### src/design/recovery_pkg.sv
package recovery_pkg;

    // One byte as seen on the bus
    typedef logic [7:0] byte_t;

    // Payload length and remaining count
    typedef logic [15:0] len_t;

    // Frame parser states
    // Upper nibble groups the header, payload, PEC and command phases
    typedef enum logic [7:0] {
        Idle    = 8'h00,
        RxCmd   = 8'h10,
        RxLenL  = 8'h11,
        RxLenH  = 8'h12,
        RxData  = 8'h20,
        RxPec   = 8'h30,
        CmdIsRd = 8'h38,
        Cmd     = 8'h40,
        Busy    = 8'h41
    } rx_state_e;

    // SMBus PEC generator x^8 + x^2 + x + 1
    localparam byte_t PecPoly = 8'h07;

endpackage
### src/design/recovery_rx_top.sv
`timescale 1ns/1ps

module recovery_rx_top #(
    parameter int unsigned PayloadDepth = 64
) (
    input  logic                                         clk_i,
    input  logic                                         rst_ni,
    input  logic                                         byte_valid_i,
    input  recovery_pkg::byte_t                          byte_i,
    input  logic                                         bus_start_i,
    input  logic                                         bus_stop_i,
    input  logic                                         cmd_done_i,
    input  logic [((PayloadDepth > 1) ? $clog2(PayloadDepth) : 1)-1:0] rd_addr_i,
    output logic                                         cmd_valid_o,
    output logic                                         cmd_is_rd_o,
    output recovery_pkg::byte_t                          cmd_o,
    output recovery_pkg::len_t                           cmd_len_o,
    output logic                                         cmd_error_o,
    output recovery_pkg::byte_t                          rd_data_o
);

    logic cap_cmd;
    logic cap_len_l;
    logic cap_len_h;
    logic cap_pec;
    logic cap_rd;
    logic cnt_load;
    logic cnt_dec;
    logic buf_wr;
    logic pec_enable;
    logic count_zero;
    logic overflow;

    recovery_pkg::len_t  wr_index;
    recovery_pkg::byte_t crc;

    recovery_fsm u_fsm (
        .clk_i        (clk_i),
        .rst_ni       (rst_ni),
        .byte_valid_i (byte_valid_i),
        .bus_start_i  (bus_start_i),
        .bus_stop_i   (bus_stop_i),
        .count_zero_i (count_zero),
        .cmd_done_i   (cmd_done_i),
        .cap_cmd_o    (cap_cmd),
        .cap_len_l_o  (cap_len_l),
        .cap_len_h_o  (cap_len_h),
        .cap_pec_o    (cap_pec),
        .cap_rd_o     (cap_rd),
        .cnt_load_o   (cnt_load),
        .cnt_dec_o    (cnt_dec),
        .buf_wr_o     (buf_wr),
        .pec_enable_o (pec_enable),
        .cmd_valid_o  (cmd_valid_o),
        .cmd_is_rd_o  (cmd_is_rd_o)
    );

    // Length loads as the high byte arrives, low byte is already held
    payload_counter u_counter (
        .clk_i        (clk_i),
        .rst_ni       (rst_ni),
        .load_i       (cnt_load),
        .len_i        ({byte_i, cmd_len_o[7:0]}),
        .dec_i        (cnt_dec),
        .count_zero_o (count_zero),
        .wr_index_o   (wr_index)
    );

    pec_crc8 u_crc (
        .clk_i    (clk_i),
        .rst_ni   (rst_ni),
        .clear_i  (bus_start_i),
        .enable_i (pec_enable),
        .byte_i   (byte_i),
        .crc_o    (crc)
    );

    cmd_header_regs u_hdr (
        .clk_i       (clk_i),
        .byte_i      (byte_i),
        .cap_cmd_i   (cap_cmd),
        .cap_len_l_i (cap_len_l),
        .cap_len_h_i (cap_len_h),
        .cap_pec_i   (cap_pec),
        .cap_rd_i    (cap_rd),
        .crc_i       (crc),
        .overflow_i  (overflow),
        .cmd_o       (cmd_o),
        .len_o       (cmd_len_o),
        .error_o     (cmd_error_o)
    );

    payload_buffer #(
        .PayloadDepth (PayloadDepth)
    ) u_buf (
        .clk_i      (clk_i),
        .rst_ni     (rst_ni),
        .wr_i       (buf_wr),
        .wr_index_i (wr_index),
        .byte_i     (byte_i),
        .clear_i    (cnt_load),
        .rd_addr_i  (rd_addr_i),
        .rd_data_o  (rd_data_o),
        .overflow_o (overflow)
    );

endmodule

### src/design/payload_buffer.sv
`timescale 1ns/1ps

module payload_buffer #(
    parameter int unsigned PayloadDepth = 64
) (
    input  logic                                         clk_i,
    input  logic                                         rst_ni,
    input  logic                                         wr_i,
    input  recovery_pkg::len_t                           wr_index_i,
    input  recovery_pkg::byte_t                          byte_i,
    input  logic                                         clear_i,
    input  logic [((PayloadDepth > 1) ? $clog2(PayloadDepth) : 1)-1:0] rd_addr_i,
    output recovery_pkg::byte_t                          rd_data_o,
    output logic                                         overflow_o
);

    localparam int unsigned AddrW = (PayloadDepth > 1) ? $clog2(PayloadDepth) : 1;
    localparam recovery_pkg::len_t DepthLen = recovery_pkg::len_t'(PayloadDepth);

    recovery_pkg::byte_t mem [PayloadDepth];
    logic                in_range;
    logic                ovf_q;

    assign in_range = (wr_index_i < DepthLen);

    always_ff @(posedge clk_i) begin
        if (wr_i && in_range) begin
            mem[wr_index_i[AddrW-1:0]] <= byte_i;
        end
    end

    // Sticky until the next length load
    always_ff @(posedge clk_i) begin
        if (!rst_ni) begin
            ovf_q <= 1'b0;
        end else if (clear_i) begin
            ovf_q <= 1'b0;
        end else if (wr_i && !in_range) begin
            ovf_q <= 1'b1;
        end
    end

    // Addresses past a non power of two depth read as zero
    assign rd_data_o  = (rd_addr_i < PayloadDepth) ? mem[rd_addr_i] : '0;
    assign overflow_o = ovf_q;

    a_wr_index_known: assert property (@(posedge clk_i) disable iff (!rst_ni)
        wr_i |-> !$isunknown(wr_index_i));

endmodule

### src/design/cmd_header_regs.sv
`timescale 1ns/1ps

module cmd_header_regs (
    input  logic                clk_i,
    input  recovery_pkg::byte_t byte_i,
    input  logic                cap_cmd_i,
    input  logic                cap_len_l_i,
    input  logic                cap_len_h_i,
    input  logic                cap_pec_i,
    input  logic                cap_rd_i,
    input  recovery_pkg::byte_t crc_i,
    input  logic                overflow_i,
    output recovery_pkg::byte_t cmd_o,
    output recovery_pkg::len_t  len_o,
    output logic                error_o
);

    recovery_pkg::byte_t cmd_q;
    recovery_pkg::byte_t len_l_q;
    recovery_pkg::byte_t len_h_q;
    recovery_pkg::byte_t pec_rx_q;
    recovery_pkg::byte_t pec_calc_q;
    logic                ovf_q;

    always_ff @(posedge clk_i) begin
        if (cap_cmd_i) cmd_q <= byte_i;
        if (cap_len_l_i) len_l_q <= byte_i;
        if (cap_len_h_i) len_h_q <= byte_i;
        if (cap_pec_i) pec_rx_q <= byte_i;

        // On a read the "length low" byte was really the PEC
        if (cap_rd_i) begin
            pec_rx_q <= len_l_q;
            len_l_q  <= '0;
            len_h_q  <= '0;
        end
    end

    // CRC output still excludes the byte sampled on this edge
    always_ff @(posedge clk_i) begin
        if (cap_pec_i || cap_len_l_i) begin
            pec_calc_q <= crc_i;
        end
    end

    // Overflow only counts for writes
    always_ff @(posedge clk_i) begin
        if (cap_pec_i) ovf_q <= overflow_i;
        else if (cap_rd_i) ovf_q <= 1'b0;
    end

    assign cmd_o   = cmd_q;
    assign len_o   = {len_h_q, len_l_q};
    assign error_o = (pec_calc_q != pec_rx_q) || ovf_q;

endmodule

### src/design/pec_crc8.sv
`timescale 1ns/1ps

module pec_crc8 (
    input  logic                clk_i,
    input  logic                rst_ni,
    input  logic                clear_i,
    input  logic                enable_i,
    input  recovery_pkg::byte_t byte_i,
    output recovery_pkg::byte_t crc_o
);

    recovery_pkg::byte_t crc_q;

    // MSB first, one byte per call
    function automatic recovery_pkg::byte_t crc_step(recovery_pkg::byte_t crc,
                                                     recovery_pkg::byte_t data);
        recovery_pkg::byte_t c;
        c = crc ^ data;
        for (int i = 0; i < 8; i++) begin
            if (c[7]) c = (c << 1) ^ recovery_pkg::PecPoly;
            else c = c << 1;
        end
        return c;
    endfunction

    always_ff @(posedge clk_i) begin
        if (!rst_ni) begin
            crc_q <= '0;
        end else if (clear_i) begin
            crc_q <= '0;
        end else if (enable_i) begin
            crc_q <= crc_step(crc_q, byte_i);
        end
    end

    assign crc_o = crc_q;

endmodule

### src/design/payload_counter.sv
`timescale 1ns/1ps

module payload_counter (
    input  logic               clk_i,
    input  logic               rst_ni,
    input  logic               load_i,
    input  recovery_pkg::len_t len_i,
    input  logic               dec_i,
    output logic               count_zero_o,
    output recovery_pkg::len_t wr_index_o
);

    recovery_pkg::len_t count_q;
    recovery_pkg::len_t count_d;
    recovery_pkg::len_t index_q;

    // Next remaining count, also drives the zero flag
    always_comb begin
        count_d = count_q;
        if (load_i) begin
            count_d = len_i;
        end else if (dec_i) begin
            count_d = count_q - 16'd1;
        end
    end

    always_ff @(posedge clk_i) begin
        if (!rst_ni) begin
            count_q <= '0;
            index_q <= '0;
        end else begin
            count_q <= count_d;
            if (load_i) begin
                index_q <= '0;
            end else if (dec_i) begin
                index_q <= index_q + 16'd1;
            end
        end
    end

    // Tells the FSM whether this byte was the last one
    assign count_zero_o = (count_d == '0);
    assign wr_index_o   = index_q;

    a_no_underflow: assert property (@(posedge clk_i) disable iff (!rst_ni)
        dec_i |-> (count_q != '0));

endmodule

### src/design/recovery_fsm.sv
`timescale 1ns/1ps

module recovery_fsm (
    input  logic clk_i,
    input  logic rst_ni,
    input  logic byte_valid_i,
    input  logic bus_start_i,
    input  logic bus_stop_i,
    input  logic count_zero_i,
    input  logic cmd_done_i,
    output logic cap_cmd_o,
    output logic cap_len_l_o,
    output logic cap_len_h_o,
    output logic cap_pec_o,
    output logic cap_rd_o,
    output logic cnt_load_o,
    output logic cnt_dec_o,
    output logic buf_wr_o,
    output logic pec_enable_o,
    output logic cmd_valid_o,
    output logic cmd_is_rd_o
);

    recovery_pkg::rx_state_e state_q;
    recovery_pkg::rx_state_e state_d;

    always_ff @(posedge clk_i) begin
        if (!rst_ni) begin
            state_q <= recovery_pkg::Idle;
        end else begin
            state_q <= state_d;
        end
    end

    // A byte wins over a stop in the same cycle
    always_comb begin
        state_d = state_q;
        case (state_q)
            recovery_pkg::Idle: begin
                if (bus_start_i) state_d = recovery_pkg::RxCmd;
            end
            recovery_pkg::RxCmd: begin
                if (byte_valid_i) state_d = recovery_pkg::RxLenL;
                else if (bus_stop_i) state_d = recovery_pkg::Idle;
            end
            recovery_pkg::RxLenL: begin
                if (byte_valid_i) state_d = recovery_pkg::RxLenH;
                else if (bus_stop_i) state_d = recovery_pkg::Idle;
            end
            // Repeated start here means the frame was a read
            recovery_pkg::RxLenH: begin
                if (byte_valid_i) begin
                    state_d = count_zero_i ? recovery_pkg::RxPec : recovery_pkg::RxData;
                end else if (bus_start_i) begin
                    state_d = recovery_pkg::CmdIsRd;
                end else if (bus_stop_i) begin
                    state_d = recovery_pkg::Idle;
                end
            end
            // count_zero_i already accounts for this cycle's decrement
            recovery_pkg::RxData: begin
                if (byte_valid_i && count_zero_i) state_d = recovery_pkg::RxPec;
                else if (!byte_valid_i && bus_stop_i) state_d = recovery_pkg::Idle;
            end
            recovery_pkg::RxPec: begin
                if (byte_valid_i) state_d = recovery_pkg::Cmd;
                else if (bus_stop_i) state_d = recovery_pkg::Idle;
            end
            recovery_pkg::CmdIsRd: state_d = recovery_pkg::Cmd;
            recovery_pkg::Cmd:     state_d = recovery_pkg::Busy;
            recovery_pkg::Busy: begin
                if (cmd_done_i) state_d = recovery_pkg::Idle;
            end
            default: state_d = recovery_pkg::Idle;
        endcase
    end

    // One strobe per accepted byte
    assign cap_cmd_o   = byte_valid_i && (state_q == recovery_pkg::RxCmd);
    assign cap_len_l_o = byte_valid_i && (state_q == recovery_pkg::RxLenL);
    assign cap_len_h_o = byte_valid_i && (state_q == recovery_pkg::RxLenH);
    assign cap_pec_o   = byte_valid_i && (state_q == recovery_pkg::RxPec);
    assign buf_wr_o    = byte_valid_i && (state_q == recovery_pkg::RxData);
    assign cap_rd_o    = (state_q == recovery_pkg::CmdIsRd);

    // Length is complete once the high byte arrives
    assign cnt_load_o = cap_len_h_o;
    assign cnt_dec_o  = buf_wr_o;

    // PEC covers header and payload, never the PEC byte itself
    assign pec_enable_o = cap_cmd_o | cap_len_l_o | cap_len_h_o | buf_wr_o;

    always_ff @(posedge clk_i) begin
        if (!rst_ni) begin
            cmd_valid_o <= 1'b0;
            cmd_is_rd_o <= 1'b0;
        end else begin
            cmd_valid_o <= (state_q == recovery_pkg::Cmd);
            if (state_q == recovery_pkg::CmdIsRd) begin
                cmd_is_rd_o <= 1'b1;
            end else if (state_q == recovery_pkg::Idle && bus_start_i) begin
                cmd_is_rd_o <= 1'b0;
            end
        end
    end

    a_cmd_pulse: assert property (@(posedge clk_i) disable iff (!rst_ni)
        cmd_valid_o |=> !cmd_valid_o);

endmodule

### config.mk
export PLATFORM = sky130hd
export DESIGN_NAME = recovery_rx_top
export DESIGN_NICKNAME = d
export VERILOG_FILES = /design/src/design/recovery_pkg.sv /design/src/design/recovery_rx_top.sv /design/src/design/payload_buffer.sv /design/src/design/cmd_header_regs.sv /design/src/design/pec_crc8.sv /design/src/design/payload_counter.sv /design/src/design/recovery_fsm.sv
export SDC_FILE = /design/constraint.sdc
export NUM_CORES = 1
export LEC_CHECK = 0
export ABC_AREA = 1
export BUFFER_PORTS_ARGS = -buffer_cell sky130_fd_sc_hd__buf_2
export CAP_MARGIN = 20
export CELL_PAD_IN_SITES_DETAIL_PLACEMENT = 1
export CELL_PAD_IN_SITES_GLOBAL_PLACEMENT = 2
export CORE_MARGIN = 2
export CORE_UTILIZATION = 38
export DETAILED_ROUTE_END_ITERATION = 7
export GPL_TIMING_DRIVEN = 0
export PLACE_DENSITY_LB_ADDON = 0.2
export SKIP_CTS_REPAIR_TIMING = 1
export SYNTH_ARGS = -nofsm -noshare
export SYNTH_HDL_FRONTEND = slang
export SYNTH_HIERARCHICAL = 1
export SYNTH_SLANG_ARGS = --single-unit
### constraint.sdc
create_clock -name clk_i -period 2.6 [get_ports clk_i]
set_clock_uncertainty 0.1 [all_clocks]
set_input_delay 0 -clock clk_i [delete_from_list [all_inputs] [get_ports clk_i]]
set_output_delay 0 -clock clk_i [all_outputs]
set_load 0.01 [all_outputs]
==> results_tabular.tex, run 1 <==
\begin{tabular}{lr}
\hline
Metric & Value \\
\hline
\multicolumn{2}{l}{\textbf{Status}} \\
Run status & finished, violations left \\
Failing checks & negative hold slack, negative setup slack \\
\multicolumn{2}{l}{\textbf{STA}} \\
F\_max & 345 MHz \\
Total of endpoints with negative setup slack in the final report & 154 \\
Final critical delay including setup and external delays & 2.90 ns \\
Fin. Hold Viols & 2 \\
Slack of the critical path & -0.295 ns \\
RSZ-0062 raised after global routing & true \\
Final period utilization & 1.11 \\
Final number of max-transition violations & 0 \\
Max transition margin & 0.241 \\
Tightest Pin Transition & 1.14 ns \\
Tightest hold margin & -0.107 ns \\
\multicolumn{2}{l}{\textbf{Floorplan}} \\
Std-Cell Core Area & 0.0685 mm\^{}2 \\
DIE HEIGHT & 267 um \\
Area of the die & 0.0711 mm\^{}2 \\
Standard-cell row count & 96 \\
Die X & 267 um \\
Initial Util & 0.383 \\
Number of ports placed on the die boundary & 55 \\
\multicolumn{2}{l}{\textbf{Route}} \\
Met3 routed wirelength & 4410 um \\
Via-per-instance ratio & 5.39 \\
Post-detailed-route wirelength per cell & 24.3 um \\
Routed metal-1 wirelength & 38800 um \\
Highest signal layer in the routed design & met5 \\
Total Wirelength & 89100 um \\
Routed wl met2 & 43300 um \\
Via count & 19730 \\
DRT iter0 DRCs & 1508 \\
Number of remaining DRC errors & 0 \\
Antenna Nets Post-Route & 0 \\
Detailed-routing iteration count for the pre-antenna-repair pass & 8 \\
\multicolumn{2}{l}{\textbf{Layout}} \\
Share of post-route cells with drive strength above 1 & 0.179 \\
Number of diodes & 0 \\
Synthesis-to-finish area growth & 20.4\% \\
Area of all placed cells without fillers & 0.0315 mm\^{}2 \\
Number of filler cells placed in the layout & 7451 \\
Nets & 2750 \\
\multicolumn{2}{l}{\textbf{Logic synthesis}} \\
Unique masters post-synth & 49 \\
Portion of synthesized cell area occupied by the leading cell type & 0.615 \\
Biggest area consumer among synthesized cells & sky130\_fd\_sc\_hd\_\_edfxtp\_1 \\
Most used standard cells in the synthesized netlist & sky130\_fd\_sc\_hd\_\_nand2\_1, sky130\_fd\_sc\_hd\_\_edfxtp\_1, sky130\_fd\_sc\_hd\_\_nand3\_1 \\
Fraction of the yosys area taken by sequential cells & 0.667 \\
Post-synth ARST share & 0 \\
Synthesized netlist cell count & 2516 \\
Area of the mapped netlist & 0.0262 mm\^{}2 \\
Flip-flop and latch count after synthesis & 604 \\
Number of warnings reported in the yosys synthesis log & 6 \\
Synthesized area divided by synthesized cell count & 10.4 um\^{}2 \\
Leading cell types by total area after synthesis & sky130\_fd\_sc\_hd\_\_edfxtp\_1, sky130\_fd\_sc\_hd\_\_nand2\_1, sky130\_fd\_sc\_hd\_\_nand3\_1, sky130\_fd\_sc\_hd\_\_dfxtp\_1, sky130\_fd\_sc\_hd\_\_nor2\_1 \\
Main flop type after synthesis & sky130\_fd\_sc\_hd\_\_edfxtp\_1 \\
EDFF count, synth & 537 \\
Most numerous cell in the Yosys netlist & sky130\_fd\_sc\_hd\_\_nand2\_1 \\
\multicolumn{2}{l}{\textbf{Pwr}} \\
Leak pwr & 11.9 nW \\
Worst IR Drop VDD & 352 uV \\
Power density of the placed cells & 690 mW/mm\^{}2 \\
\multicolumn{2}{l}{\textbf{Setup path}} \\
Maximum fanout along the worst path & 8 \\
Critical path's slowest cell & sky130\_fd\_sc\_hd\_\_nor2\_1 \\
Signal arrival time at the worst endpoint & 3.01 ns \\
Worst setup path startpoint & u\_fsm/state\_q[6]\$\_SDFFE\_PN0P\_ \\
Startpoint of the most critical register-to-register path & u\_fsm/state\_q[6]\$\_SDFFE\_PN0P\_ \\
Length in cells of the worst reg-to-reg path & 10 \\
Setup CP Type & register to register \\
Ordered cell list for the critical path & inv\_2 -> nand2\_4 -> nor2\_4 -> nand2\_4 -> nor2\_4 -> buf\_4 -> nand2\_2 -> nor2\_4 -> nand3\_2 -> nor2\_1 \\
Maximum cell stage delay along the critical path & 0.76 ns \\
Data required time at the worst endpoint & 2.72 ns \\
Type of element capturing the critical path & register \\
Most used cell, CP & sky130\_fd\_sc\_hd\_\_nor2\_4 \\
Crit path launch type & register \\
\multicolumn{2}{l}{\textbf{Clock tree}} \\
Clock Tree Buf Depth & 3 \\
Count of clock tree sinks & 604 \\
Clock-pin transition on the worst setup and hold timing paths & 0.06 ns \\
Number of levels the H-tree was split into & 3 \\
Clock tree from TritonCTS & built \\
Clock tree root buffer cell & sky130\_fd\_sc\_hd\_\_clkbuf\_16 \\
Num CTS Buffers & 68 \\
Worst-Skew Late Latency & 0.60 ns \\
\multicolumn{2}{l}{\textbf{Global routing}} \\
Grt ovf & 0 \\
First-pass GRT wire length & 129000 um \\
Initial antenna violation count & 1 \\
Total track usage & 0.249 \\
Largest net degree at the start of global routing & 69 \\
Vias in the first global route & 19692 \\
\multicolumn{2}{l}{\textbf{Placed design}} \\
PortBufs & 50 \\
Sum of net half-perimeters after detailed placement & 61300 um \\
RD Place Congestion & 0.887 \\
Worst setup slack before clock tree synthesis & -0.960 ns \\
Cell area after placement & 0.0278 mm\^{}2 \\
\multicolumn{2}{l}{\textbf{Worst hold path}} \\
Hold Path Depth & 6 \\
Min-delay worst type & primary input to register \\
Worst Hold Launch & byte\_valid\_i \\
\multicolumn{2}{l}{\textbf{Flow run}} \\
MaxCap Viol Count & 0 \\
\hline
\end{tabular}
-- sequential cells by signal, indices dropped and copies added (netlist names), 8 cells and up --
register,cells
u_fsm/state_q,8
u_hdr/cmd_o,8
u_counter/count_q,16
u_counter/wr_index_o,16
u_hdr/len_l_q,8
u_hdr/pec_calc_q,8
u_hdr/pec_rx_q,8
u_buf/mem,512
u_crc/crc_o,8
u_hdr/len_h_q,8
-- critical path, delay by kind of cell (launching register included) --
kind	cells	cell delay [ns]
AND/OR/NAND/NOR	8	1.89
flip-flops	1	0.33
buffers and inverters	2	0.21
-- where the power goes --
part / switching [mW] / internal [mW]
registers: 0.00550 / 10.5
clock network: 3.95 / 5.85
logic: 1.04 / 0.377
-- final timing paths --
path / end / slack, ns
setup / recovery: u_buf/mem[0][0]$_DFFE_PP_ / -0.30
hold / removal: u_fsm/state_q[4]$_SDFFE_PN0P_ / -0.11
setup reg to reg: u_buf/mem[0][0]$_DFFE_PP_ / -0.30
hold reg to reg: u_counter/wr_index_o[13]$_SDFFE_PP0P_ / 0.40
-- cells in the final DEF, fill, tap and decap left out, drive strengths merged --
cell type and count:
nand3 505, or2 7, conb 2, ha 2
clkinv 24, dfxtp 67, buf 230, clkbuf 100
nor3 11, o211ai 2, xor2 5, nor3b 1
nor4 1, nand4 5, bufinv 8, nand2 866
a211oi 2, a21oi 26, o22ai 1, clkinvlp 1
xnor2 4, o21ai 33, dlygate4sd3 23, edfxtp 537
inv 107, a31oi 2, nor2 204, o21a 1
-- layer usage --
layer | global-route usage | vias to the layer above
met5 | 0 | -
met4 | 0.0774 | 2
met3 | 0.0357 | 144
met2 | 0.422 | 522
met1 | 0.332 | 10060
li1 | - | 9002
-- cell type report --
cell class                      instances  area [um^2]  area share
Sequential cell                       604        17500       0.554
Multi-Input combinational cell       1680         8010       0.254
Clock buffer                           89         1860      0.0591
Timing Repair Buffer                  143         1450      0.0461
Tap cell                              882         1100      0.0350
Buffer                                121          827      0.0262
Inverter                              110          440      0.0140
Clock inverter                         30          372      0.0118
-- metrics by stage --
| step | cells | utilization | hold slack, ns | power, mW | setup TNS (ns) |
|---|---|---|---|---|---|
| after floorplan | 2517 | - | -0.00237 | 11.4 | 0 |
| after global placement | 3449 | 0.403 | 0.239 | 12.1 | -296.65 |
| after detailed placement | 3458 | 0.406 | 0.241 | 12.1 | -353.48 |
| after CTS | 3577 | 0.439 | -0.399 | 21.9 | -355.59 |
| after global routing | 3659 | 0.461 | -0.0545 | 22.5 | -49.87 |
| final | 3659 | 0.461 | -0.107 | 21.8 | -27.85 |
-- cells by family after synthesis --
group | share of synthesized area
buf+inv | 0.0480
compound gates | 0.0151
xor+xnor | 0.00387
flops | 0.667
simple gates | 0.265
fa+ha+maj | 0.000955
other cells | 0.000143
Note: power is estimated with default switching activity, not from simulation.
==> run 2: changes to the inputs <==
--- a/config.mk
+++ b/config.mk
@@ -16,6 +16,7 @@
 export GPL_TIMING_DRIVEN = 0
 export PLACE_DENSITY_LB_ADDON = 0.2
 export SKIP_CTS_REPAIR_TIMING = 1
+export SKIP_LAST_GASP = 1
 export SYNTH_ARGS = -nofsm -noshare
 export SYNTH_HDL_FRONTEND = slang
 export SYNTH_HIERARCHICAL = 1
==> run 2 against run 1 <==
Against the previous run: the run still ends with negative hold slack, negative setup slack left; setup slack worse by 0.038 ns; global-route usage stayed put; first-iteration DRC count decreased by 0.13%; critical path depth stayed put; final area barely moved; cell count did not move; non-clock buffer count stayed put; largest power group unchanged.
==> results_tabular.tex, run 2 (synthesis gave the netlist of run 1 again) <==
\begin{tabular}{lr}
\hline
Metric & Value \\
\hline
\multicolumn{2}{l}{\textbf{Floorplan}} \\
Number of ports placed on the die boundary & 55 (unchanged) \\
DIE HEIGHT & 267 um (unchanged) \\
Standard-cell row count & 96 (unchanged) \\
Std-Cell Core Area & 0.0685 mm\^{}2 (unchanged) \\
Die X & 267 um (unchanged) \\
Area of the die & 0.0711 mm\^{}2 (unchanged) \\
Initial Util & 0.383 (unchanged) \\
\multicolumn{2}{l}{\textbf{Status}} \\
Run status & finished, violations left \\
Failing checks & negative hold slack, negative setup slack \\
\multicolumn{2}{l}{\textbf{Layout}} \\
Number of diodes & 0 (unchanged) \\
Share of post-route cells with drive strength above 1 & 0.179 (-0.000360) \\
Largest register FFs & 512 (unchanged) \\
Post-route non-filler standard cell count & 3659 (unchanged) \\
Leading cell types in the layout, fill and taps excluded & sky130\_fd\_sc\_hd\_\_nand2\_1, sky130\_fd\_sc\_hd\_\_edfxtp\_1, sky130\_fd\_sc\_hd\_\_nand3\_1 \\
Most common library cell in the layout ignoring fill and taps & sky130\_fd\_sc\_hd\_\_nand2\_1 \\
Synthesis-to-finish area growth & 20.4\% (about the same) \\
Nets & 2750 (unchanged) \\
\multicolumn{2}{l}{\textbf{Setup path}} \\
Length in cells of the worst reg-to-reg path & 10 (unchanged) \\
Type of element capturing the critical path & register \\
Data required time at the worst endpoint & 2.73 ns (about the same) \\
Signal arrival time at the worst endpoint & 3.06 ns (+0.05 ns) \\
Worst setup path startpoint & u\_fsm/state\_q[6]\$\_SDFFE\_PN0P\_ \\
Crit path launch type & register \\
Critical path capture point & u\_buf/mem[38][4]\$\_DFFE\_PP\_ \\
Destination of the worst register-to-register timing path & u\_buf/mem[38][4]\$\_DFFE\_PP\_ \\
Setup CP Type & register to register \\
Startpoint of the most critical register-to-register path & u\_fsm/state\_q[6]\$\_SDFFE\_PN0P\_ \\
Maximum fanout along the worst path & 8 (unchanged) \\
Register-to-Register Setup Slack & -0.33 ns (-0.04 ns) \\
\multicolumn{2}{l}{\textbf{Pwr}} \\
Switching Fraction & 0.229 (about the same) \\
Combinational cell fraction of total power & 0.065 (about the same) \\
Power share of the sequential group & 0.485 (about the same) \\
Switching power & 5.00 mW (about the same) \\
Clock share of power & 0.450 (about the same) \\
Leak pwr & 11.9 nW (about the same) \\
Worst IR Drop VDD & 351 uV (-0.24\%) \\
Power density of the placed cells & 690 mW/mm\^{}2 (about the same) \\
Pint & 16.8 mW (about the same) \\
\multicolumn{2}{l}{\textbf{STA}} \\
RSZ-0062 raised after global routing & true \\
F\_max & 341 MHz (-1.3\%) \\
Tightest hold margin & -0.107 ns (+0.000221 ns) \\
Total of endpoints with negative setup slack in the final report & 174 (+13\%) \\
Tightest Pin Transition & 1.12 ns (-0.0117 ns) \\
Max transition margin & 0.249 (+0.00786) \\
Slack of the critical path & -0.333 ns (-0.0383 ns) \\
Final critical delay including setup and external delays & 2.93 ns (+0.0383 ns) \\
Final number of max-transition violations & 0 (unchanged) \\
Final period utilization & 1.13 (+0.0147) \\
Fin. Hold Viols & 2 (unchanged) \\
\multicolumn{2}{l}{\textbf{Clock tree}} \\
Clock Tree Buf Depth & 3 (unchanged) \\
Count of clock tree sinks & 604 (unchanged) \\
Num CTS Buffers & 68 (unchanged) \\
Clock tree root buffer cell & sky130\_fd\_sc\_hd\_\_clkbuf\_16 \\
Clock tree from TritonCTS & built \\
Number of levels the H-tree was split into & 3 (unchanged) \\
Clock-pin transition on the worst setup and hold timing paths & 0.06 ns (about the same) \\
Worst-Skew Late Latency & 0.60 ns (about the same) \\
\multicolumn{2}{l}{\textbf{Route}} \\
Post-detailed-route wirelength per cell & 24.3 um (-0.15\%) \\
Antenna Nets Post-Route & 0 (unchanged) \\
Number of remaining DRC errors & 0 (unchanged) \\
Via count & 19773 (+0.22\%) \\
Detailed-routing iteration count for the pre-antenna-repair pass & 5 (-3) \\
Total Wirelength & 88900 um (-0.15\%) \\
DRT iter0 DRCs & 1506 (-0.13\%) \\
Via-per-instance ratio & 5.40 (+0.22\%) \\
\multicolumn{2}{l}{\textbf{Placed design}} \\
Sum of net half-perimeters after detailed placement & 61300 um (unchanged) \\
Number of cells in the design after placement & 3458 (unchanged) \\
PortBufs & 50 (unchanged) \\
RD Place Congestion & 0.887 (unchanged) \\
\multicolumn{2}{l}{\textbf{Global routing}} \\
Initial antenna violation count & 1 (unchanged) \\
Largest net degree at the start of global routing & 69 (unchanged) \\
First-pass GRT wire length & 129000 um (unchanged) \\
Vias in the first global route & 19692 (unchanged) \\
Grt ovf & 0 (unchanged) \\
Total track usage & 0.249 (unchanged) \\
\multicolumn{2}{l}{\textbf{Worst hold path}} \\
Min-delay worst type & primary input to register \\
\multicolumn{2}{l}{\textbf{Flow run}} \\
MaxCap Viol Count & 0 (unchanged) \\
\hline
\end{tabular}
[run 2: cell counts in the layout (fill, tap and decap cells not counted)]
No cell type changed its count.
[run 2: worst min-delay path by stage]
stage / cells past startpoint / from / endpoint / slack [ns]
6_report: 6 / byte_valid_i / u_fsm/state_q[4]$_SDFFE_PN0P_ / -0.11
5_1_grt: 6 / byte_valid_i / u_fsm/state_q[4]$_SDFFE_PN0P_ / -0.05
4_1_cts: 2 / rst_ni / u_fsm/state_q[1]$_SDFFE_PN0P_ / -0.40
3_5_place_dp: 3 / rst_ni / u_fsm/state_q[6]$_SDFFE_PN0P_ / 0.24
3_3_place_gp: 3 / rst_ni / u_fsm/state_q[6]$_SDFFE_PN0P_ / 0.24
2_1_floorplan: 2 / rst_ni / u_fsm/state_q[6]$_SDFFE_PN0P_ / -0.002
[run 2: layout make-up]
type / instances / area, um^2
plain buffers: 121 / 827
flip-flops and latches: 604 / 17500
clock buffers: 89 / 1860
repair buffers: 143 / 1450
multi-input cells: 1680 / 7990
clock inverters: 30 / 372
inverters: 110 / 440
fillers: 7453 / 36900
well taps: 882 / 1100
[run 2: through the flow]
| step | instance area [um^2] | total power [mW] | utilization | worst slack, ns | setup TNS (ns) |
|---|---|---|---|---|---|
| after floorplan | 26200 | 11.4 | - | 0.0473 | 0 |
| after global placement | 27600 | 12.1 | 0.403 | -0.925 | -296.65 |
| after detailed placement | 27800 | 12.1 | 0.406 | -0.960 | -353.48 |
| after CTS | 30000 | 21.9 | 0.439 | -0.980 | -355.59 |
| after global routing | 31500 | 22.5 | 0.461 | -0.458 | -63.87 |
| final | 31500 | 21.8 | 0.461 | -0.333 | -34.36 |
[run 2: worst max-delay path, cell delays in order, from the launching register on]
cell and delay [ns]:
sky130_fd_sc_hd__dfxtp_2 0.33, sky130_fd_sc_hd__inv_2 0.07, sky130_fd_sc_hd__nand2_4 0.08, sky130_fd_sc_hd__nor2_4 0.15
sky130_fd_sc_hd__nand2_4 0.07, sky130_fd_sc_hd__nor2_4 0.18, sky130_fd_sc_hd__buf_4 0.14, sky130_fd_sc_hd__nand2_1 0.12
sky130_fd_sc_hd__nor2_4 0.21, sky130_fd_sc_hd__nand3_2 0.48, sky130_fd_sc_hd__nor2_2 0.63
[run 2: power by group through the flow]
stage | Clock, mW | Combinational, mW | Sequential [mW]
after floorplan | 0 | 0.671 | 10.8
after global placement | 0 | 1.31 | 10.8
after detailed placement | 0 | 1.38 | 10.8
after CTS | 10.0 | 1.38 | 10.6
after global routing | 10.4 | 1.52 | 10.5
final | 9.80 | 1.41 | 10.6
[run 2: routing by layer]
layer	up-vias	share of wire	GRT usage	wire [um]
met5	-	0.00011	0	10
met3	139	0.053	0.0357	4710
met4	2	0.028	0.0774	2490
met2	544	0.49	0.422	43300
met1	10088	0.43	0.332	38400
li1	9000	-	-	-
==> run 3: changes to the inputs <==
--- a/config.mk
+++ b/config.mk
@@ -15,6 +15,7 @@
 export DETAILED_ROUTE_END_ITERATION = 7
 export GPL_TIMING_DRIVEN = 0
 export PLACE_DENSITY_LB_ADDON = 0.2
+export RECOVER_POWER = 100
 export SKIP_CTS_REPAIR_TIMING = 1
 export SKIP_LAST_GASP = 1
 export SYNTH_ARGS = -nofsm -noshare
==> run 3 against run 2 <==
Against the previous run: the flow finishes with violations (negative hold slack, max-capacitance violations, max-slew violations, negative setup slack); non-clock buffer count did not move; die area stayed put; final area decreased by 0.48%; setup slack improved by 0.021 ns; critical path depth stayed put; sequential cell count did not move; maximum frequency increased by 0.73%; via count shrank 0.25%; clock-buffer cell count unchanged; global-route usage unchanged; critical path type unchanged; largest cell class unchanged; largest power group unchanged.
==> results_tabular.tex, run 3 (synthesis gave the netlist of run 1 again) <==
\begin{tabular}{lr}
\hline
Metric & Value \\
\hline
\multicolumn{2}{l}{\textbf{Status}} \\
Run status & finished, violations left \\
Failing checks & negative hold slack, max-capacitance violations, max-slew violations, negative setup slack \\
\multicolumn{2}{l}{\textbf{Layout}} \\
Largest register FFs & 512 (unchanged) \\
Nets & 2750 (unchanged) \\
Share of post-route cells with drive strength above 1 & 0.167 (-0.0112) \\
Leading cell types in the layout, fill and taps excluded & sky130\_fd\_sc\_hd\_\_nand2\_1, sky130\_fd\_sc\_hd\_\_edfxtp\_1, sky130\_fd\_sc\_hd\_\_nand3\_1 \\
Most common library cell in the layout ignoring fill and taps & sky130\_fd\_sc\_hd\_\_nand2\_1 \\
Area of all placed cells without fillers & 0.0314 mm\^{}2 (-0.48\%) \\
Number of diodes & 0 (unchanged) \\
Synthesis-to-finish area growth & 19.8\% \\
\multicolumn{2}{l}{\textbf{STA}} \\
Slack of the critical path & -0.312 ns (+0.0212 ns) \\
Tightest Pin Transition & 1.78 ns (+0.660 ns) \\
Fin. Hold Viols & 2 (unchanged) \\
Tightest hold margin & -0.107 ns (-0.000233 ns) \\
Max transition margin & -0.189 (-0.438) \\
Final period utilization & 1.12 (-0.00815) \\
Total of endpoints with negative setup slack in the final report & 171 (-1.7\%) \\
Final critical delay including setup and external delays & 2.91 ns (-0.0212 ns) \\
F\_max & 343 MHz (+0.73\%) \\
RSZ-0062 raised after global routing & true \\
Final number of max-transition violations & 186 (+186) \\
\multicolumn{2}{l}{\textbf{Route}} \\
DRT iter0 DRCs & 1480 (-1.7\%) \\
Via-per-instance ratio & 5.39 (-0.25\%) \\
Post-detailed-route wirelength per cell & 24.3 um (about the same) \\
Total Wirelength & 89000 um (about the same) \\
Number of remaining DRC errors & 0 (unchanged) \\
Via count & 19723 (-0.25\%) \\
Antenna Nets Post-Route & 0 (unchanged) \\
Detailed-routing iteration count for the pre-antenna-repair pass & 5 (unchanged) \\
\multicolumn{2}{l}{\textbf{Flow run}} \\
MaxCap Viol Count & 4 (+4) \\
\multicolumn{2}{l}{\textbf{Clock tree}} \\
Clock tree root buffer cell & sky130\_fd\_sc\_hd\_\_clkbuf\_16 \\
Clock Tree Buf Depth & 3 (unchanged) \\
Clock-pin transition on the worst setup and hold timing paths & 0.06 ns (about the same) \\
Num CTS Buffers & 68 (unchanged) \\
Worst-Skew Late Latency & 0.60 ns (about the same) \\
Count of clock tree sinks & 604 (unchanged) \\
Clock tree from TritonCTS & built \\
Number of levels the H-tree was split into & 3 (unchanged) \\
\multicolumn{2}{l}{\textbf{Placed design}} \\
Cell area after placement & 0.0278 mm\^{}2 (unchanged) \\
PortBufs & 50 (unchanged) \\
Worst setup slack before clock tree synthesis & -0.960 ns (unchanged) \\
Sum of net half-perimeters after detailed placement & 61300 um (unchanged) \\
RD Place Congestion & 0.887 (unchanged) \\
\multicolumn{2}{l}{\textbf{Setup path}} \\
Crit path launch type & register \\
Data required time at the worst endpoint & 2.73 ns (about the same) \\
Type of element capturing the critical path & register \\
Signal arrival time at the worst endpoint & 3.04 ns (-0.02 ns) \\
Maximum fanout along the worst path & 8 (unchanged) \\
Maximum cell stage delay along the critical path & 0.62 ns (about the same) \\
Setup CP Type & register to register \\
Critical path's slowest cell & sky130\_fd\_sc\_hd\_\_nor2\_2 \\
Ordered cell list for the critical path & nor2\_2 -> nand2\_2 -> inv\_4 -> nand2\_4 -> nor2\_4 -> buf\_4 -> nand2\_1 -> nor2\_4 -> nand3\_2 -> nor2\_2 \\
\multicolumn{2}{l}{\textbf{Pwr}} \\
Worst IR Drop VDD & 352 uV (+0.17\%) \\
Leak pwr & 11.7 nW (-1.3\%) \\
Power density of the placed cells & 693 mW/mm\^{}2 (+0.39\%) \\
\multicolumn{2}{l}{\textbf{Worst hold path}} \\
Min-delay worst type & primary input to register \\
\multicolumn{2}{l}{\textbf{Global routing}} \\
Largest net degree at the start of global routing & 69 (unchanged) \\
First-pass GRT wire length & 129000 um (unchanged) \\
Grt ovf & 0 (unchanged) \\
Total track usage & 0.249 (unchanged) \\
Vias in the first global route & 19692 (unchanged) \\
Initial antenna violation count & 1 (unchanged) \\
\multicolumn{2}{l}{\textbf{Floorplan}} \\
Initial Util & 0.383 (unchanged) \\
DIE HEIGHT & 267 um (unchanged) \\
Std-Cell Core Area & 0.0685 mm\^{}2 (unchanged) \\
Area of the die & 0.0711 mm\^{}2 (unchanged) \\
Die X & 267 um (unchanged) \\
Number of ports placed on the die boundary & 55 (unchanged) \\
Standard-cell row count & 96 (unchanged) \\
\hline
\end{tabular}
-- run 3: final timing paths --
check | startpoint | endpoint | slack [ns] | cells past startpoint
setup / recovery | u_fsm/state_q[1]$_SDFFE_PN0P_ | u_buf/mem[38][4]$_DFFE_PP_ | -0.31 | 10
hold / removal | byte_valid_i | u_fsm/state_q[5]$_SDFFE_PN0P_ | -0.11 | 5
setup reg to reg | u_fsm/state_q[1]$_SDFFE_PN0P_ | u_buf/mem[38][4]$_DFFE_PP_ | -0.31 | 10
hold reg to reg | u_counter/wr_index_o[13]$_SDFFE_PP0P_ | u_counter/wr_index_o[13]$_SDFFE_PP0P_ | 0.40 | 2
-- run 3: power breakdown --
part | internal [mW] | switching [mW] | leakage [nW]
Clock | 5.85 | 3.95 | 1.09
Combinational | 0.357 | 1.03 | 5.27
Sequential | 10.6 | 0.00556 | 5.37
-- run 3: layer usage --
metal / track usage / up-vias / wire (um)
met4: 0.0774 / 2 / 2610
met3: 0.0357 / 146 / 4480
met1: 0.332 / 10068 / 38600
li1: - / 9010 / -
met2: 0.422 / 497 / 43300
met5: 0 / - / 10
-- run 3: area by class of cell --
class | instances | area (um^2)
Clock buffer | 89 | 1860
Fill cell | 7474 | 37100
Sequential cell | 604 | 17500
Inverter | 110 | 440
Multi-Input combinational cell | 1680 | 7990
Tap cell | 882 | 1100
Clock inverter | 30 | 372
Buffer | 121 | 827
Timing Repair Buffer | 143 | 1300
-- run 3: stage by stage --
step | TNS (ns) | total power [mW] | instances | utilization | hold WS (ns)
floorplan | 0 | 11.4 | 2517 | - | -0.00237
global placement | -296.65 | 12.1 | 3449 | 0.403 | 0.239
detailed placement | -353.48 | 12.1 | 3458 | 0.406 | 0.241
CTS | -355.59 | 21.9 | 3577 | 0.439 | -0.399
global route | -64.73 | 22.5 | 3659 | 0.458 | -0.0545
finish | -34.33 | 21.8 | 3659 | 0.458 | -0.107
-- run 3: worst max-delay path: cells and delay by family, from the launching register on --
kind / cells / cell delay, ns
buffers and inverters: 2 / 0.22
DFF: 1 / 0.33
and+or+nand+nor: 8 / 1.87
